$ cat src/riscv_pkg.sv
`default_nettype none

package riscv_pkg;

	typedef logic [31:0] word_t;
	typedef logic [4:0] reg_addr_t;

	typedef union packed {
		struct packed {
			logic [6:0] funct7;
			reg_addr_t rs2;
			reg_addr_t rs1;
			logic [2:0] funct3;
			reg_addr_t rd;
			logic [6:0] opcode;
		} r;
		struct packed {
			logic [11:0] imm;
			reg_addr_t rs1;
			logic [2:0] funct3;
			reg_addr_t rd;
			logic [6:0] opcode;
		} i;
	} inst_t;

	typedef enum logic [2:0] {
		alu_add,
		alu_sub,
		alu_and,
		alu_or,
		alu_xor,
		alu_pass_b
	} op_t;

	localparam logic [6:0] op_reg = 7'b0110011;
	localparam logic [6:0] op_imm = 7'b0010011;
	localparam logic [6:0] op_lui = 7'b0110111;
	localparam logic [6:0] op_load = 7'b0000011;
	localparam logic [6:0] op_store = 7'b0100011;

	localparam logic [2:0] f3_add_sub = 3'b000;
	localparam logic [2:0] f3_xor = 3'b100;
	localparam logic [2:0] f3_or = 3'b110;
	localparam logic [2:0] f3_and = 3'b111;
	localparam logic [2:0] f3_word = 3'b010; // lw / sw

	localparam word_t nop_inst = 32'h0000_0013; // addi x0,x0,0

endpackage

`default_nettype wire

$ cat src/decoder.sv
`default_nettype none

module decoder (
	input logic clk,
	input logic rst,
	input logic adv,
	input logic stall_front,
	input riscv_pkg::inst_t id_inst,
	input riscv_pkg::word_t id_pc,
	input logic id_valid,
	input riscv_pkg::word_t [31:0] regs_value,
	input logic ex_fwd_we,
	input riscv_pkg::reg_addr_t ex_fwd_rd,
	input riscv_pkg::word_t ex_fwd_data,
	input logic mem_fwd_we,
	input riscv_pkg::reg_addr_t mem_fwd_rd,
	input riscv_pkg::word_t mem_fwd_data,
	input logic wb_fwd_we,
	input riscv_pkg::reg_addr_t wb_fwd_rd,
	input riscv_pkg::word_t wb_fwd_data,
	output riscv_pkg::reg_addr_t rs1,
	output riscv_pkg::reg_addr_t rs2,
	output riscv_pkg::op_t ex_op,
	output riscv_pkg::word_t ex_a,
	output riscv_pkg::word_t ex_b,
	output riscv_pkg::word_t ex_store_data,
	output riscv_pkg::reg_addr_t ex_rd,
	output logic ex_we,
	output logic ex_load,
	output logic ex_store,
	output riscv_pkg::inst_t ex_inst,
	output riscv_pkg::word_t ex_pc,
	output logic ex_valid
);
	import riscv_pkg::*;

	op_t op;
	word_t b;
	word_t rs1_val;
	word_t rs2_val;
	word_t imm_i;
	word_t imm_s;
	word_t imm_u;
	logic we;
	logic load;
	logic store;
	logic use_rs1;
	logic use_rs2;

	// youngest producer wins
	function automatic word_t read_src(input reg_addr_t addr);
		word_t val;
		if (addr == '0)
			val = '0;
		else if (ex_fwd_we && ex_fwd_rd == addr)
			val = ex_fwd_data;
		else if (mem_fwd_we && mem_fwd_rd == addr)
			val = mem_fwd_data;
		else if (wb_fwd_we && wb_fwd_rd == addr)
			val = wb_fwd_data;
		else
			val = regs_value[addr];
		return val;
	endfunction

	assign imm_i = {{20{id_inst.i.imm[11]}}, id_inst.i.imm};
	assign imm_s = {{20{id_inst.r.funct7[6]}}, id_inst.r.funct7, id_inst.i.rd};
	assign imm_u = {id_inst.r.funct7, id_inst.r.rs2, id_inst.r.rs1, id_inst.r.funct3, 12'b0};
	assign rs1 = use_rs1 ? id_inst.r.rs1 : '0; // unused fields must not raise a stall
	assign rs2 = use_rs2 ? id_inst.r.rs2 : '0;

	always_comb begin
		rs1_val = read_src(id_inst.r.rs1);
		rs2_val = read_src(id_inst.r.rs2);
	end

	always_comb begin
		op = alu_add;
		b = imm_i;
		we = 1'b0;
		load = 1'b0;
		store = 1'b0;
		use_rs1 = 1'b0;
		use_rs2 = 1'b0;
		if (id_valid) begin
			case (id_inst.r.opcode)
				op_reg, op_imm: begin
					use_rs1 = 1'b1;
					use_rs2 = id_inst.r.opcode == op_reg;
					we = 1'b1;
					if (id_inst.r.opcode == op_reg)
						b = rs2_val;
					case (id_inst.r.funct3)
						f3_add_sub: op = (id_inst.r.opcode == op_reg && id_inst.r.funct7[5]) ?
							alu_sub : alu_add;
						f3_xor: op = alu_xor;
						f3_or: op = alu_or;
						f3_and: op = alu_and;
						default: we = 1'b0; // shifts and compares retire as no-ops
					endcase
				end
				op_lui: begin
					op = alu_pass_b;
					b = imm_u;
					we = 1'b1;
				end
				op_load: begin
					use_rs1 = id_inst.r.funct3 == f3_word;
					we = use_rs1;
					load = use_rs1;
				end
				op_store: begin
					use_rs1 = id_inst.r.funct3 == f3_word;
					use_rs2 = use_rs1;
					store = use_rs1;
					b = imm_s;
				end
				default: ;
			endcase
		end
	end

	always_ff @(posedge clk or posedge rst) begin
		if (rst) begin
			ex_valid <= 1'b0;
			ex_we <= 1'b0;
			ex_load <= 1'b0;
			ex_store <= 1'b0;
			ex_inst <= nop_inst;
		end else if (adv) begin
			ex_valid <= id_valid & ~stall_front; // bubble while the load resolves
			ex_we <= we & ~stall_front;
			ex_load <= load & ~stall_front;
			ex_store <= store & ~stall_front;
			ex_inst <= stall_front ? nop_inst : id_inst;
		end
	end

	always_ff @(posedge clk) begin
		if (adv) begin
			ex_op <= op;
			ex_a <= rs1_val;
			ex_b <= b;
			ex_store_data <= rs2_val;
			ex_rd <= we ? id_inst.r.rd : '0;
			ex_pc <= id_pc;
		end
	end

endmodule

`default_nettype wire

$ cat src/execute.sv
`default_nettype none

module execute (
	input logic clk,
	input logic rst,
	input logic adv,
	input riscv_pkg::op_t ex_op,
	input riscv_pkg::word_t ex_a,
	input riscv_pkg::word_t ex_b,
	input riscv_pkg::word_t ex_store_data,
	input riscv_pkg::reg_addr_t ex_rd,
	input logic ex_we,
	input logic ex_load,
	input logic ex_store,
	input riscv_pkg::inst_t ex_inst,
	input riscv_pkg::word_t ex_pc,
	input logic ex_valid,
	output logic ex_fwd_we,
	output riscv_pkg::reg_addr_t ex_fwd_rd,
	output riscv_pkg::word_t ex_fwd_data,
	output riscv_pkg::word_t mem_addr_or_result,
	output riscv_pkg::word_t mem_store_data,
	output riscv_pkg::reg_addr_t mem_rd,
	output logic mem_we,
	output logic mem_load,
	output logic mem_store,
	output riscv_pkg::inst_t mem_inst,
	output riscv_pkg::word_t mem_pc,
	output logic mem_valid
);
	import riscv_pkg::*;

	word_t result;

	always_comb begin
		case (ex_op)
			alu_sub: result = ex_a - ex_b;
			alu_and: result = ex_a & ex_b;
			alu_or: result = ex_a | ex_b;
			alu_xor: result = ex_a ^ ex_b;
			alu_pass_b: result = ex_b;
			default: result = ex_a + ex_b; // also the lw/sw address
		endcase
	end

	assign ex_fwd_we = ex_valid & ex_we & ~ex_load; // load data is not here yet
	assign ex_fwd_rd = ex_rd;
	assign ex_fwd_data = result;

	always_ff @(posedge clk or posedge rst) begin
		if (rst) begin
			mem_valid <= 1'b0;
			mem_we <= 1'b0;
			mem_load <= 1'b0;
			mem_store <= 1'b0;
			mem_inst <= nop_inst;
		end else if (adv) begin
			mem_valid <= ex_valid;
			mem_we <= ex_we;
			mem_load <= ex_load;
			mem_store <= ex_store;
			mem_inst <= ex_inst;
		end
	end

	always_ff @(posedge clk) begin
		if (adv) begin
			mem_addr_or_result <= result;
			mem_store_data <= ex_store_data;
			mem_rd <= ex_rd;
			mem_pc <= ex_pc;
		end
	end

endmodule

`default_nettype wire

$ cat src/fetch.sv
`default_nettype none

module fetch #(
	parameter riscv_pkg::word_t reset_pc = 32'h8000_0000
) (
	input logic clk,
	input logic rst,
	input logic adv,
	input logic stall_front,
	input logic iresp_data_ok,
	input riscv_pkg::word_t iresp_data,
	output logic ireq_valid,
	output riscv_pkg::word_t ireq_addr,
	output riscv_pkg::word_t pc,
	output logic fetch_ok,
	output riscv_pkg::inst_t id_inst,
	output riscv_pkg::word_t id_pc,
	output logic id_valid
);
	import riscv_pkg::*;

	word_t buf_word;
	logic buf_valid;
	word_t cur_word;

	assign ireq_addr = pc;
	assign fetch_ok = buf_valid | (ireq_valid & iresp_data_ok);
	assign cur_word = buf_valid ? buf_word : iresp_data; // bypass the buffer on a same-cycle hit

	always_ff @(posedge clk or posedge rst) begin
		if (rst) begin
			pc <= reset_pc;
			ireq_valid <= 1'b0;
			buf_valid <= 1'b0;
			id_valid <= 1'b0;
			id_inst <= nop_inst;
		end else if (adv && !stall_front) begin
			id_inst <= cur_word;
			id_pc <= pc;
			id_valid <= 1'b1;
			pc <= pc + 32'd4;
			buf_valid <= 1'b0;
			ireq_valid <= 1'b1; // next word right away
		end else if (ireq_valid && iresp_data_ok) begin
			buf_word <= iresp_data;
			buf_valid <= 1'b1;
			ireq_valid <= 1'b0;
		end else if (!ireq_valid && !buf_valid) begin
			ireq_valid <= 1'b1; // first request out of reset
		end
	end

endmodule

`default_nettype wire

$ cat src/memory.sv
`default_nettype none

module memory (
	input logic clk,
	input logic rst,
	input logic adv,
	input riscv_pkg::word_t mem_addr_or_result,
	input riscv_pkg::word_t mem_store_data,
	input riscv_pkg::reg_addr_t mem_rd,
	input logic mem_we,
	input logic mem_load,
	input logic mem_store,
	input riscv_pkg::inst_t mem_inst,
	input riscv_pkg::word_t mem_pc,
	input logic mem_valid,
	input logic dresp_data_ok,
	input riscv_pkg::word_t dresp_rdata,
	output logic dreq_valid,
	output logic dreq_write,
	output riscv_pkg::word_t dreq_addr,
	output riscv_pkg::word_t dreq_wdata,
	output logic mem_ok,
	output logic mem_fwd_we,
	output riscv_pkg::reg_addr_t mem_fwd_rd,
	output riscv_pkg::word_t mem_fwd_data,
	output logic wb_we,
	output riscv_pkg::reg_addr_t wb_rd,
	output riscv_pkg::word_t wb_data,
	output riscv_pkg::inst_t wb_inst,
	output riscv_pkg::word_t wb_pc,
	output logic wb_valid
);
	import riscv_pkg::*;

	logic access;
	logic done; // access finished while the pipe was held
	word_t held_data;
	word_t load_data;

	assign access = mem_valid & (mem_load | mem_store);
	assign dreq_valid = access & ~done;
	assign dreq_write = mem_store;
	assign dreq_addr = mem_addr_or_result;
	assign dreq_wdata = mem_store_data;
	assign mem_ok = ~access | done | dresp_data_ok;
	assign load_data = done ? held_data : dresp_rdata;

	assign mem_fwd_we = mem_valid & mem_we;
	assign mem_fwd_rd = mem_rd;
	assign mem_fwd_data = mem_load ? load_data : mem_addr_or_result;

	always_ff @(posedge clk or posedge rst) begin
		if (rst)
			done <= 1'b0;
		else if (adv)
			done <= 1'b0;
		else if (dreq_valid && dresp_data_ok)
			done <= 1'b1;
	end

	always_ff @(posedge clk) begin
		if (dreq_valid && dresp_data_ok)
			held_data <= dresp_rdata;
	end

	always_ff @(posedge clk or posedge rst) begin
		if (rst) begin
			wb_valid <= 1'b0;
			wb_we <= 1'b0;
			wb_inst <= nop_inst;
		end else if (adv) begin
			wb_valid <= mem_valid;
			wb_we <= mem_fwd_we;
			wb_inst <= mem_inst;
		end
	end

	always_ff @(posedge clk) begin
		if (adv) begin
			wb_rd <= mem_rd;
			wb_data <= mem_fwd_data;
			wb_pc <= mem_pc;
		end
	end

endmodule

`default_nettype wire

$ cat src/pipeline_ctrl.sv
`default_nettype none

module pipeline_ctrl (
	input logic fetch_ok,
	input logic mem_ok,
	input riscv_pkg::reg_addr_t rs1,
	input riscv_pkg::reg_addr_t rs2,
	input logic ex_load,
	input riscv_pkg::reg_addr_t ex_rd,
	input logic ex_valid,
	output logic adv,
	output logic stall_front
);
	import riscv_pkg::*;

	logic load_use;

	// rs1/rs2 come in as x0 when the field is not a source
	assign load_use = ex_valid & ex_load & (ex_rd != '0) & (ex_rd == rs1 || ex_rd == rs2);

	assign adv = fetch_ok & mem_ok;
	assign stall_front = adv & load_use;

endmodule

`default_nettype wire

$ cat src/regs.sv
`default_nettype none

module regs (
	input logic clk,
	input logic rst,
	input logic we,
	input riscv_pkg::reg_addr_t waddr,
	input riscv_pkg::word_t wdata,
	output riscv_pkg::word_t [31:0] regs_value
);
	import riscv_pkg::*;

	always_ff @(posedge clk or posedge rst) begin
		if (rst) begin
			regs_value <= '0;
		end else if (we && waddr != '0) begin // x0 stays zero
			regs_value[waddr] <= wdata;
		end
	end

endmodule

`default_nettype wire

$ cat src/riscv.sv
`default_nettype none

module riscv #(
	parameter riscv_pkg::word_t reset_pc = 32'h8000_0000
) (
	input logic clk,
	input logic rst,
	output logic ireq_valid,
	output riscv_pkg::word_t ireq_addr,
	input logic iresp_data_ok,
	input riscv_pkg::word_t iresp_data,
	output logic dreq_valid,
	output logic dreq_write,
	output riscv_pkg::word_t dreq_addr,
	output riscv_pkg::word_t dreq_wdata,
	input logic dresp_data_ok,
	input riscv_pkg::word_t dresp_rdata,
	output riscv_pkg::word_t pc,
	output riscv_pkg::word_t [31:0] regs,
	output logic reg_write_enable,
	output riscv_pkg::reg_addr_t reg_dest_addr,
	output riscv_pkg::word_t reg_write_data,
	output logic valid,
	output riscv_pkg::inst_t inst,
	output riscv_pkg::word_t inst_pc
);
	import riscv_pkg::*;

	logic adv;
	logic stall_front;
	logic fetch_ok;
	logic mem_ok;

	inst_t id_inst;
	word_t id_pc;
	logic id_valid;
	reg_addr_t rs1;
	reg_addr_t rs2;

	op_t ex_op;
	word_t ex_a;
	word_t ex_b;
	word_t ex_store_data;
	reg_addr_t ex_rd;
	logic ex_we;
	logic ex_load;
	logic ex_store;
	inst_t ex_inst;
	word_t ex_pc;
	logic ex_valid;

	word_t mem_addr_or_result;
	word_t mem_store_data;
	reg_addr_t mem_rd;
	logic mem_we;
	logic mem_load;
	logic mem_store;
	inst_t mem_inst;
	word_t mem_pc;
	logic mem_valid;

	logic wb_we;
	reg_addr_t wb_rd;
	word_t wb_data;
	inst_t wb_inst;
	word_t wb_pc;
	logic wb_valid;

	logic ex_fwd_we;
	reg_addr_t ex_fwd_rd;
	word_t ex_fwd_data;
	logic mem_fwd_we;
	reg_addr_t mem_fwd_rd;
	word_t mem_fwd_data;

	// commit only on the cycle the pipe moves
	assign valid = wb_valid & adv;
	assign inst = wb_inst;
	assign inst_pc = wb_pc;
	assign reg_write_enable = valid & wb_we & (wb_rd != '0);
	assign reg_dest_addr = wb_rd;
	assign reg_write_data = wb_data;

	regs u_regs (
		.clk(clk),
		.rst(rst),
		.we(reg_write_enable),
		.waddr(reg_dest_addr),
		.wdata(reg_write_data),
		.regs_value(regs)
	);

	fetch #(
		.reset_pc(reset_pc)
	) u_fetch (
		.*
	);

	decoder u_decoder (
		.regs_value(regs),
		.wb_fwd_we(wb_we),
		.wb_fwd_rd(wb_rd),
		.wb_fwd_data(wb_data),
		.*
	);

	execute u_execute (.*);

	memory u_memory (.*);

	pipeline_ctrl u_pipeline_ctrl (.*);

endmodule

`default_nettype wire

$ cat config.mk
export PLATFORM = sky130hd
export DESIGN_NAME = riscv
export DESIGN_NICKNAME = d
export VERILOG_FILES = /design/src/riscv_pkg.sv /design/src/decoder.sv /design/src/execute.sv /design/src/fetch.sv /design/src/memory.sv /design/src/pipeline_ctrl.sv /design/src/regs.sv /design/src/riscv.sv
export SDC_FILE = /design/constraint.sdc
export NUM_CORES = 2
export LEC_CHECK = 0
export BUFFER_PORTS_ARGS = -buffer_cell sky130_fd_sc_hd__buf_4
export CAP_MARGIN = 15
export CORE_AREA = 2 2 521 523
export DETAILED_ROUTE_END_ITERATION = 10
export DIE_AREA = 0 0 523 525
export PLACE_DENSITY = 0.49
export REMOVE_ABC_BUFFERS = 1
export SYNTH_ARGS = -nofsm -noshare
export SYNTH_HDL_FRONTEND = slang
export SYNTH_SLANG_ARGS = --single-unit
$ cat constraint.sdc
create_clock -name clk -period 97.2 [get_ports clk]
set_input_delay 0 -clock clk [delete_from_list [all_inputs] [get_ports clk]]
set_output_delay 0 -clock clk [all_outputs]
set_load 0.1 [all_outputs]
# After elaboration in Yosys (flattened, before gate mapping)
# Cells that the tools add are included.
# totals
input_bits,68
out_inout_bits,1258
regBits,1600
elab_cells,202
# op_classes
mux,45
magnitude_cmp,4
reduce_logical,30
n_bitwise,31
eq_ne,22
addsub,3
# ops
operator,n
$bwmux 1024,1
$mux 32,16
$bmux 32 s5,2
$demux 32 s5,1
$pmux 32 s5,1
$pmux 32 s3,1
$eq 5x5->1,8
$add 32x3->32 const B,1
$add 32x32->32,1
$and 32x32->32,1
$or 32x32->32,1
$sub 32x32->32,1
$xor 32x32->32,1
$eq 7x6->1 const B,3
$and 1x1->1,18
$lt 5x6->1 const B,3
$mux 1,16
$eq 3x3->1 const B,5
$logic_and 1x1->1,13
$pmux 3 s4,1
$logic_not 5->1,2
$mux 5,2
$reduce_bool 5->1,2
$eq 3x2->1 const B,3
18 further kinds,31

# Longest topological paths before layout
# logic_depth
depth_word,13
depth_mapped,17
mapped_depth_nobuf,16

# Cells and area by module
# From an unflattened synthesis, not the netlist that was laid out.
# hier_totals
cells_unflattened,5812
hier_area_um2,82880.7
# modules_own_cells
module,seq_area_each_um2,instances,area_per_inst_um2,cells_each
regs,25624.6,1,38284.2,2288
decoder,4988.5,1,24943.9,1955
execute,3937.5,1,8759.7,816
memory,3912.5,1,5594.1,360
fetch,3493.4,1,5132.4,371
pipeline_ctrl,0.0,1,142.6,19
riscv,0.0,1,23.8,3

# Least setup slack after synthesis
# Ideal clock, no wire load.
# synth_path
kind,reg2reg
start,register u_execute.mem_store
end,register u_decoder.ex_a[0] (enable)
setup_time_ps,784
path_buffers,1
stages_incl_launch_ff,6
required_time_ps,96416
slack_ps,86228
synth_period_minus_slack_ps,10972
arrival_ps,10188
path_cell_list,dfrtp_1 > o21ai_1 > nor2_1 > a21o_1 > inv_2 > clkbuf_1
# synth_between
elab_chain_cells,6
# synth_lines
element,line_no,source
"start, declared",execute.sv:26,"output logic mem_store,"
"start signal, assigned",execute.sv:61,mem_store <= ex_store;
$or 1x1->1,memory.sv:40,assign access = mem_valid & (mem_load | mem_store);
$and 1x1->1,memory.sv:40,
$not 1->1,memory.sv:45,assign mem_ok = ~access | done | dresp_data_ok;
$or 1x1->1 (2 in a row),memory.sv:45,
$and 1x1->1,pipeline_ctrl.sv:21,assign adv = fetch_ok & mem_ok;
via adv,riscv.sv:29,logic adv;
"end signal, assigned",decoder.sv:142,ex_a <= rs1_val;
"end, declared",decoder.sv:24,"output riscv_pkg::word_t ex_a,"
# The timed path passes the listed nets, and every way through them passes these cells.
# A chain may end at the register's enable or synchronous reset.

# Worst setup path after layout
# layout_path
start,register u_fetch.id_inst[20] (netlist bit)
end,"register u_decoder.ex_b[6], data pin"
# layout_between
elab_chain_cells,9
elab_cells_between_ends,16
cone_classes,3 x eq/ne; 9 x mux; 4 x reduce/logical
# layout_lines
element,line_no,source
"start, declared",fetch.sv:16,"output riscv_pkg::inst_t id_inst,"
"start signal, assigned",fetch.sv:36,id_inst <= nop_inst;
"start signal, assigned",fetch.sv:38,id_inst <= cur_word;
$bmux 32 s5 / $eq 5x5->1 (equally long branches),"decoder.sv:62, decoder.sv:59",
$mux 32 (not written as such) / $logic_and 1x1->1 (equally long branches),"decoder.sv:62, decoder.sv:59",
$mux 32,decoder.sv:59,else if (wb_fwd_we && wb_fwd_rd == addr)
$mux 32,decoder.sv:57,else if (mem_fwd_we && mem_fwd_rd == addr)
$mux 32,decoder.sv:55,else if (ex_fwd_we && ex_fwd_rd == addr)
$mux 32 *,decoder.sv:53,if (addr == '0)
$mux 32 *,decoder.sv:91,if (id_inst.r.opcode == op_reg)
$pmux 32 s3 *,decoder.sv:86,case (id_inst.r.opcode)
$mux 32 *,decoder.sv:85,if (id_valid) begin
via u_decoder.b[6],decoder.sv:38,word_t b;
"end signal, assigned",decoder.sv:143,ex_b <= b;
"end, declared",decoder.sv:25,"output riscv_pkg::word_t ex_b,"
# The timed path passes the listed nets; every way through them passes the cells marked *. The select of a mux whose other input is x is not followed.

==> summary.txt <==
Detailed routing
  • 1st-iter DRT viols: 5595
  • Number of nets with antenna violations after routing: 0
  • Routed vias/inst: 5.63
  • DR pass1 iterations: 6
  • Routed length per placed instance: 38.0 µm
  • WL final: 411 mm
  • Vias: 60.9k
  • Drc violations: 0

Global routing
  • Initial antenna violation count: 36
  • Global-route congestion overflow total: 0
  • Largest net degree at the start of global routing: 156
  • Global-route usage over all layers: 29.2%
  • First-pass GRT wire length: 554 mm
  • Number of global-route vias before repair: 60.9k

Placed design
  • Placed cells: 10.3k
  • Area of placed instances: 0.0953 mm²
  • Port-buffer cells: 1319
  • RePlAce Congestion: 0.932
  • Detailed Place HPWL: 289 mm

Critical path
  • WP data required: 97.72 ns
  • Critical-path top delay cell: a211oi_1
  • Worst path cell trace: buf_4 > buf_4 > buf_12 > mux4_2 > mux4_2 > mux2i_1 > nor2_1 > a211oi_1 > o21ai_0
  • Worst setup path class: flip-flop to flip-flop
  • Worst Path Max Fanout: 69
  • CP Data Arrival Time: 6.15 ns
  • Critical Path Start Type: flip-flop
  • Critical Path Sink Type: flip-flop
  • Slowest stage delay, CP: 0.77 ns

Cells and area
  • Final nets: 7234
  • Synth-to-layout area growth: 26.3%
  • Fillers: 25.9k
  • Post-Layout Cell Count: 10.8k
  • Finished Cell Area: 0.103 mm²
  • Layout cell share with drive strength beyond 1: 48.3%

Synth
  • Synth cell types: 86
  • Seq/Total Area, Yosys: 51.1%
  • Yosys top cell area share: 36.2%
  • Ys flop type: dfrtp_1
  • Synth top area cells: dfrtp_1 36%, mux4_2 16%, edfxtp_1 14%, mux2_2 14%, mux2i_1 2.4%
  • Ys Warns: 0
  • Async SR Flop Fraction: 75.2%
  • Most common cell in the netlist: dfrtp_1
  • Top cells by count, synth: 1183 x dfrtp_1, 985 x mux2_2, 580 x mux4_2, 394 x edfxtp_1, 391 x nand2_1
  • FF+latch count, synth: 1590
  • Netlist Area Pre-Place: 0.0818 mm²
  • Mapped Cells: 5800
  • Top cell type by total area after synthesis: dfrtp_1
  • Synth Area per Inst: 14.1 µm²
  • Post-synth EDFFs: 394

STA
  • Worst rel slew slack: 16.5%
  • Worst Tran Pin Value: 1.25 ns
  • RSZ-0062 raised after global routing: no
  • Post-layout min period: 5.63 ns
  • Final-report hold violation count: 0
  • Final Skew: 0.0636 ns
  • Final period utilization: 5.79%
  • Final hold slack: 0.103 ns
  • Setup TNS: 0 ns
  • Fin. max-slew vios: 0
  • Fmax: 178 MHz
  • Setup-failing EPs final: 0

Floorplan
  • Starting Density: 30.4%
  • Die area: 0.275 mm²
  • Top Ports: 1326
  • Core ar.: 0.269 mm²
  • Rows: 191
  • Die Y: 525 µm
  • Chip width: 523 µm

Clock network
  • CTS tree: built
  • Root buffer cell: clkbuf_16
  • Post-cts hold buffer count: 131
  • Latest clock arrival within the worst-skew pair: 0.90 ns
  • H-tree levels: 4
  • Clk slew on worst S/H paths: 0.06 ns
  • CTS sink count: 1590
  • Post-CTS resize count: 0
  • Setup bufs post-CTS: 0
  • Clock Path Buffers: 4
  • CTS Buf Count: 198

Min path
  • Hold Crit Class: input pin to flip-flop

Pwr
  • Clock network fraction of design power: 30.3%
  • VDD IR-drop max: 0.0138 mV
  • Leak: 47.0 nW
  • Internal power: 1.43 mW
  • Power per Cell Area: 24.3 mW/mm²
  • Combinational share of power: 35.1%
  • Total power: 2.51 mW
  • Sw Pwr: 1.08 mW
  • Sw frac: 42.9%
  • Flop pwr share: 34.6%

Run status
  • Status: complete, no violations

Flow run
  • Total of max-cap violations: 0
## metrics by stage
stage / utilization, % / worst slack, ns
2_1_floorplan: - / 63.53
3_3_place_gp: 35.4 / 91.37
3_5_place_dp: 35.4 / 91.41
4_1_cts: 38.3 / 91.38
5_1_grt: 38.3 / 91.34
6_report: 38.3 / 91.57
## per-layer routing
| layer | global-route usage, % | vias to the layer above | routed length (µm) |
|---|---|---|---|
| met1 | 38.0 | 32900 | 167000 |
| met4 | 10.6 | 18 | 17100 |
| met2 | 45.9 | 2817 | 189000 |
| met3 | 8.73 | 600 | 38300 |
| met5 | 0 | - | 112 |
| li1 | - | 24600 | - |
## power by group through the flow
stage / clock [mW] / combinational (mW) / sequential [mW]
2_1_floorplan: 0 / 0.299 / 1.16
3_3_place_gp: 0 / 0.869 / 0.881
3_5_place_dp: 0 / 0.873 / 0.882
4_1_cts: 0.778 / 0.880 / 0.870
5_1_grt: 0.803 / 0.922 / 0.877
6_report: 0.760 / 0.881 / 0.868
## state kept, by name (all words and copies together) (netlist names), 32 cells and up
name                          count
u_execute.mem_addr_or_result     32
u_memory.held_data               32
u_execute.mem_store_data         32
u_fetch.id_inst                  32
u_decoder.ex_store_data          32
u_fetch.buf_word                 32
u_memory.wb_data                 32
u_regs.regs_value              1024
u_decoder.ex_a                   32
u_decoder.ex_inst                32
u_memory.wb_inst                 32
u_execute.mem_inst               32
u_decoder.ex_b                   32
## placed cells by master, fill, tap and decap left out, types with 131 or more instances in the layout
cell,netlist,final
mux4_2,580,580
dfrtp_1,1183,1170
clkbuf_16,0,202
edfxtp_1,394,394
nor2_1,199,164
mux2_2,985,985
dlygate4sd3_1,0,131
o21ai_0,177,177
a21oi_1,186,186
buf_4,49,1495
nand2_1,391,389
mux2i_1,196,196
## worst max-delay path, delay by kind of cell (launching register included)
family / cells / cell delay [ns]
mux: 3 / 1.34
compound gates: 2 / 1.13
simple gates: 1 / 0.11
buf+inv: 3 / 1.79
flops: 1 / 0.73
## area by class of cell
class | instances | area (µm²) | share of cell area [%]
inverter | 105 | 412 | 0.399
timing repair buffer | 1636 | 12800 | 12.4
multi-input combinational | 3537 | 37200 | 36.1
antenna | 11 | 27.5 | 0.0267
tap | 3570 | 4470 | 4.33
clock inverter | 85 | 873 | 0.846
clock buffer | 279 | 5660 | 5.48
sequential | 1590 | 41800 | 40.5
## path summary, 6_finish.rpt
check                                           startpoint                            endpoint  slack (ns)  cells after the start
max                        u_fetch.id_inst[20]$_DFFE_PP0P_         u_decoder.ex_b[6]$_DFFE_PP_       91.57                      9
min                                        dresp_rdata[17]    u_memory.held_data[17]$_DFFE_PP_        0.10                      2
max reg2reg                u_fetch.id_inst[20]$_DFFE_PP0P_         u_decoder.ex_b[6]$_DFFE_PP_       91.57                      9
min reg2reg                    u_fetch.id_pc[16]$_DFFE_PP_       u_decoder.ex_pc[16]$_DFFE_PP_        0.38                      0
max in group asynchronous                              rst  u_regs.regs_value[886]$_DFFE_PP0P_       92.86                      8
min in group asynchronous                              rst  u_regs.regs_value[626]$_DFFE_PP0P_        0.53                      4
## kinds of logic (layout without fill, tap and decap cells)
logic type / after synthesis / count (layout) / share of synthesized area, %
XOR/XNOR: 103 / 103 / 1.10
AO/OA/AOI/OAI: 728 / 728 / 5.75
buffers and inverters: 678 / 2105 / 3.84
flip-flops: 1590 / 1590 / 51.1
other: 1 / 17 / 0.00458
adder cells (fa/ha/maj): 98 / 98 / 1.51
AND/OR/NAND/NOR: 821 / 821 / 4.43
multiplexers: 1781 / 1781 / 32.3
No activity file was read; power rests on OpenSTA's default activity.
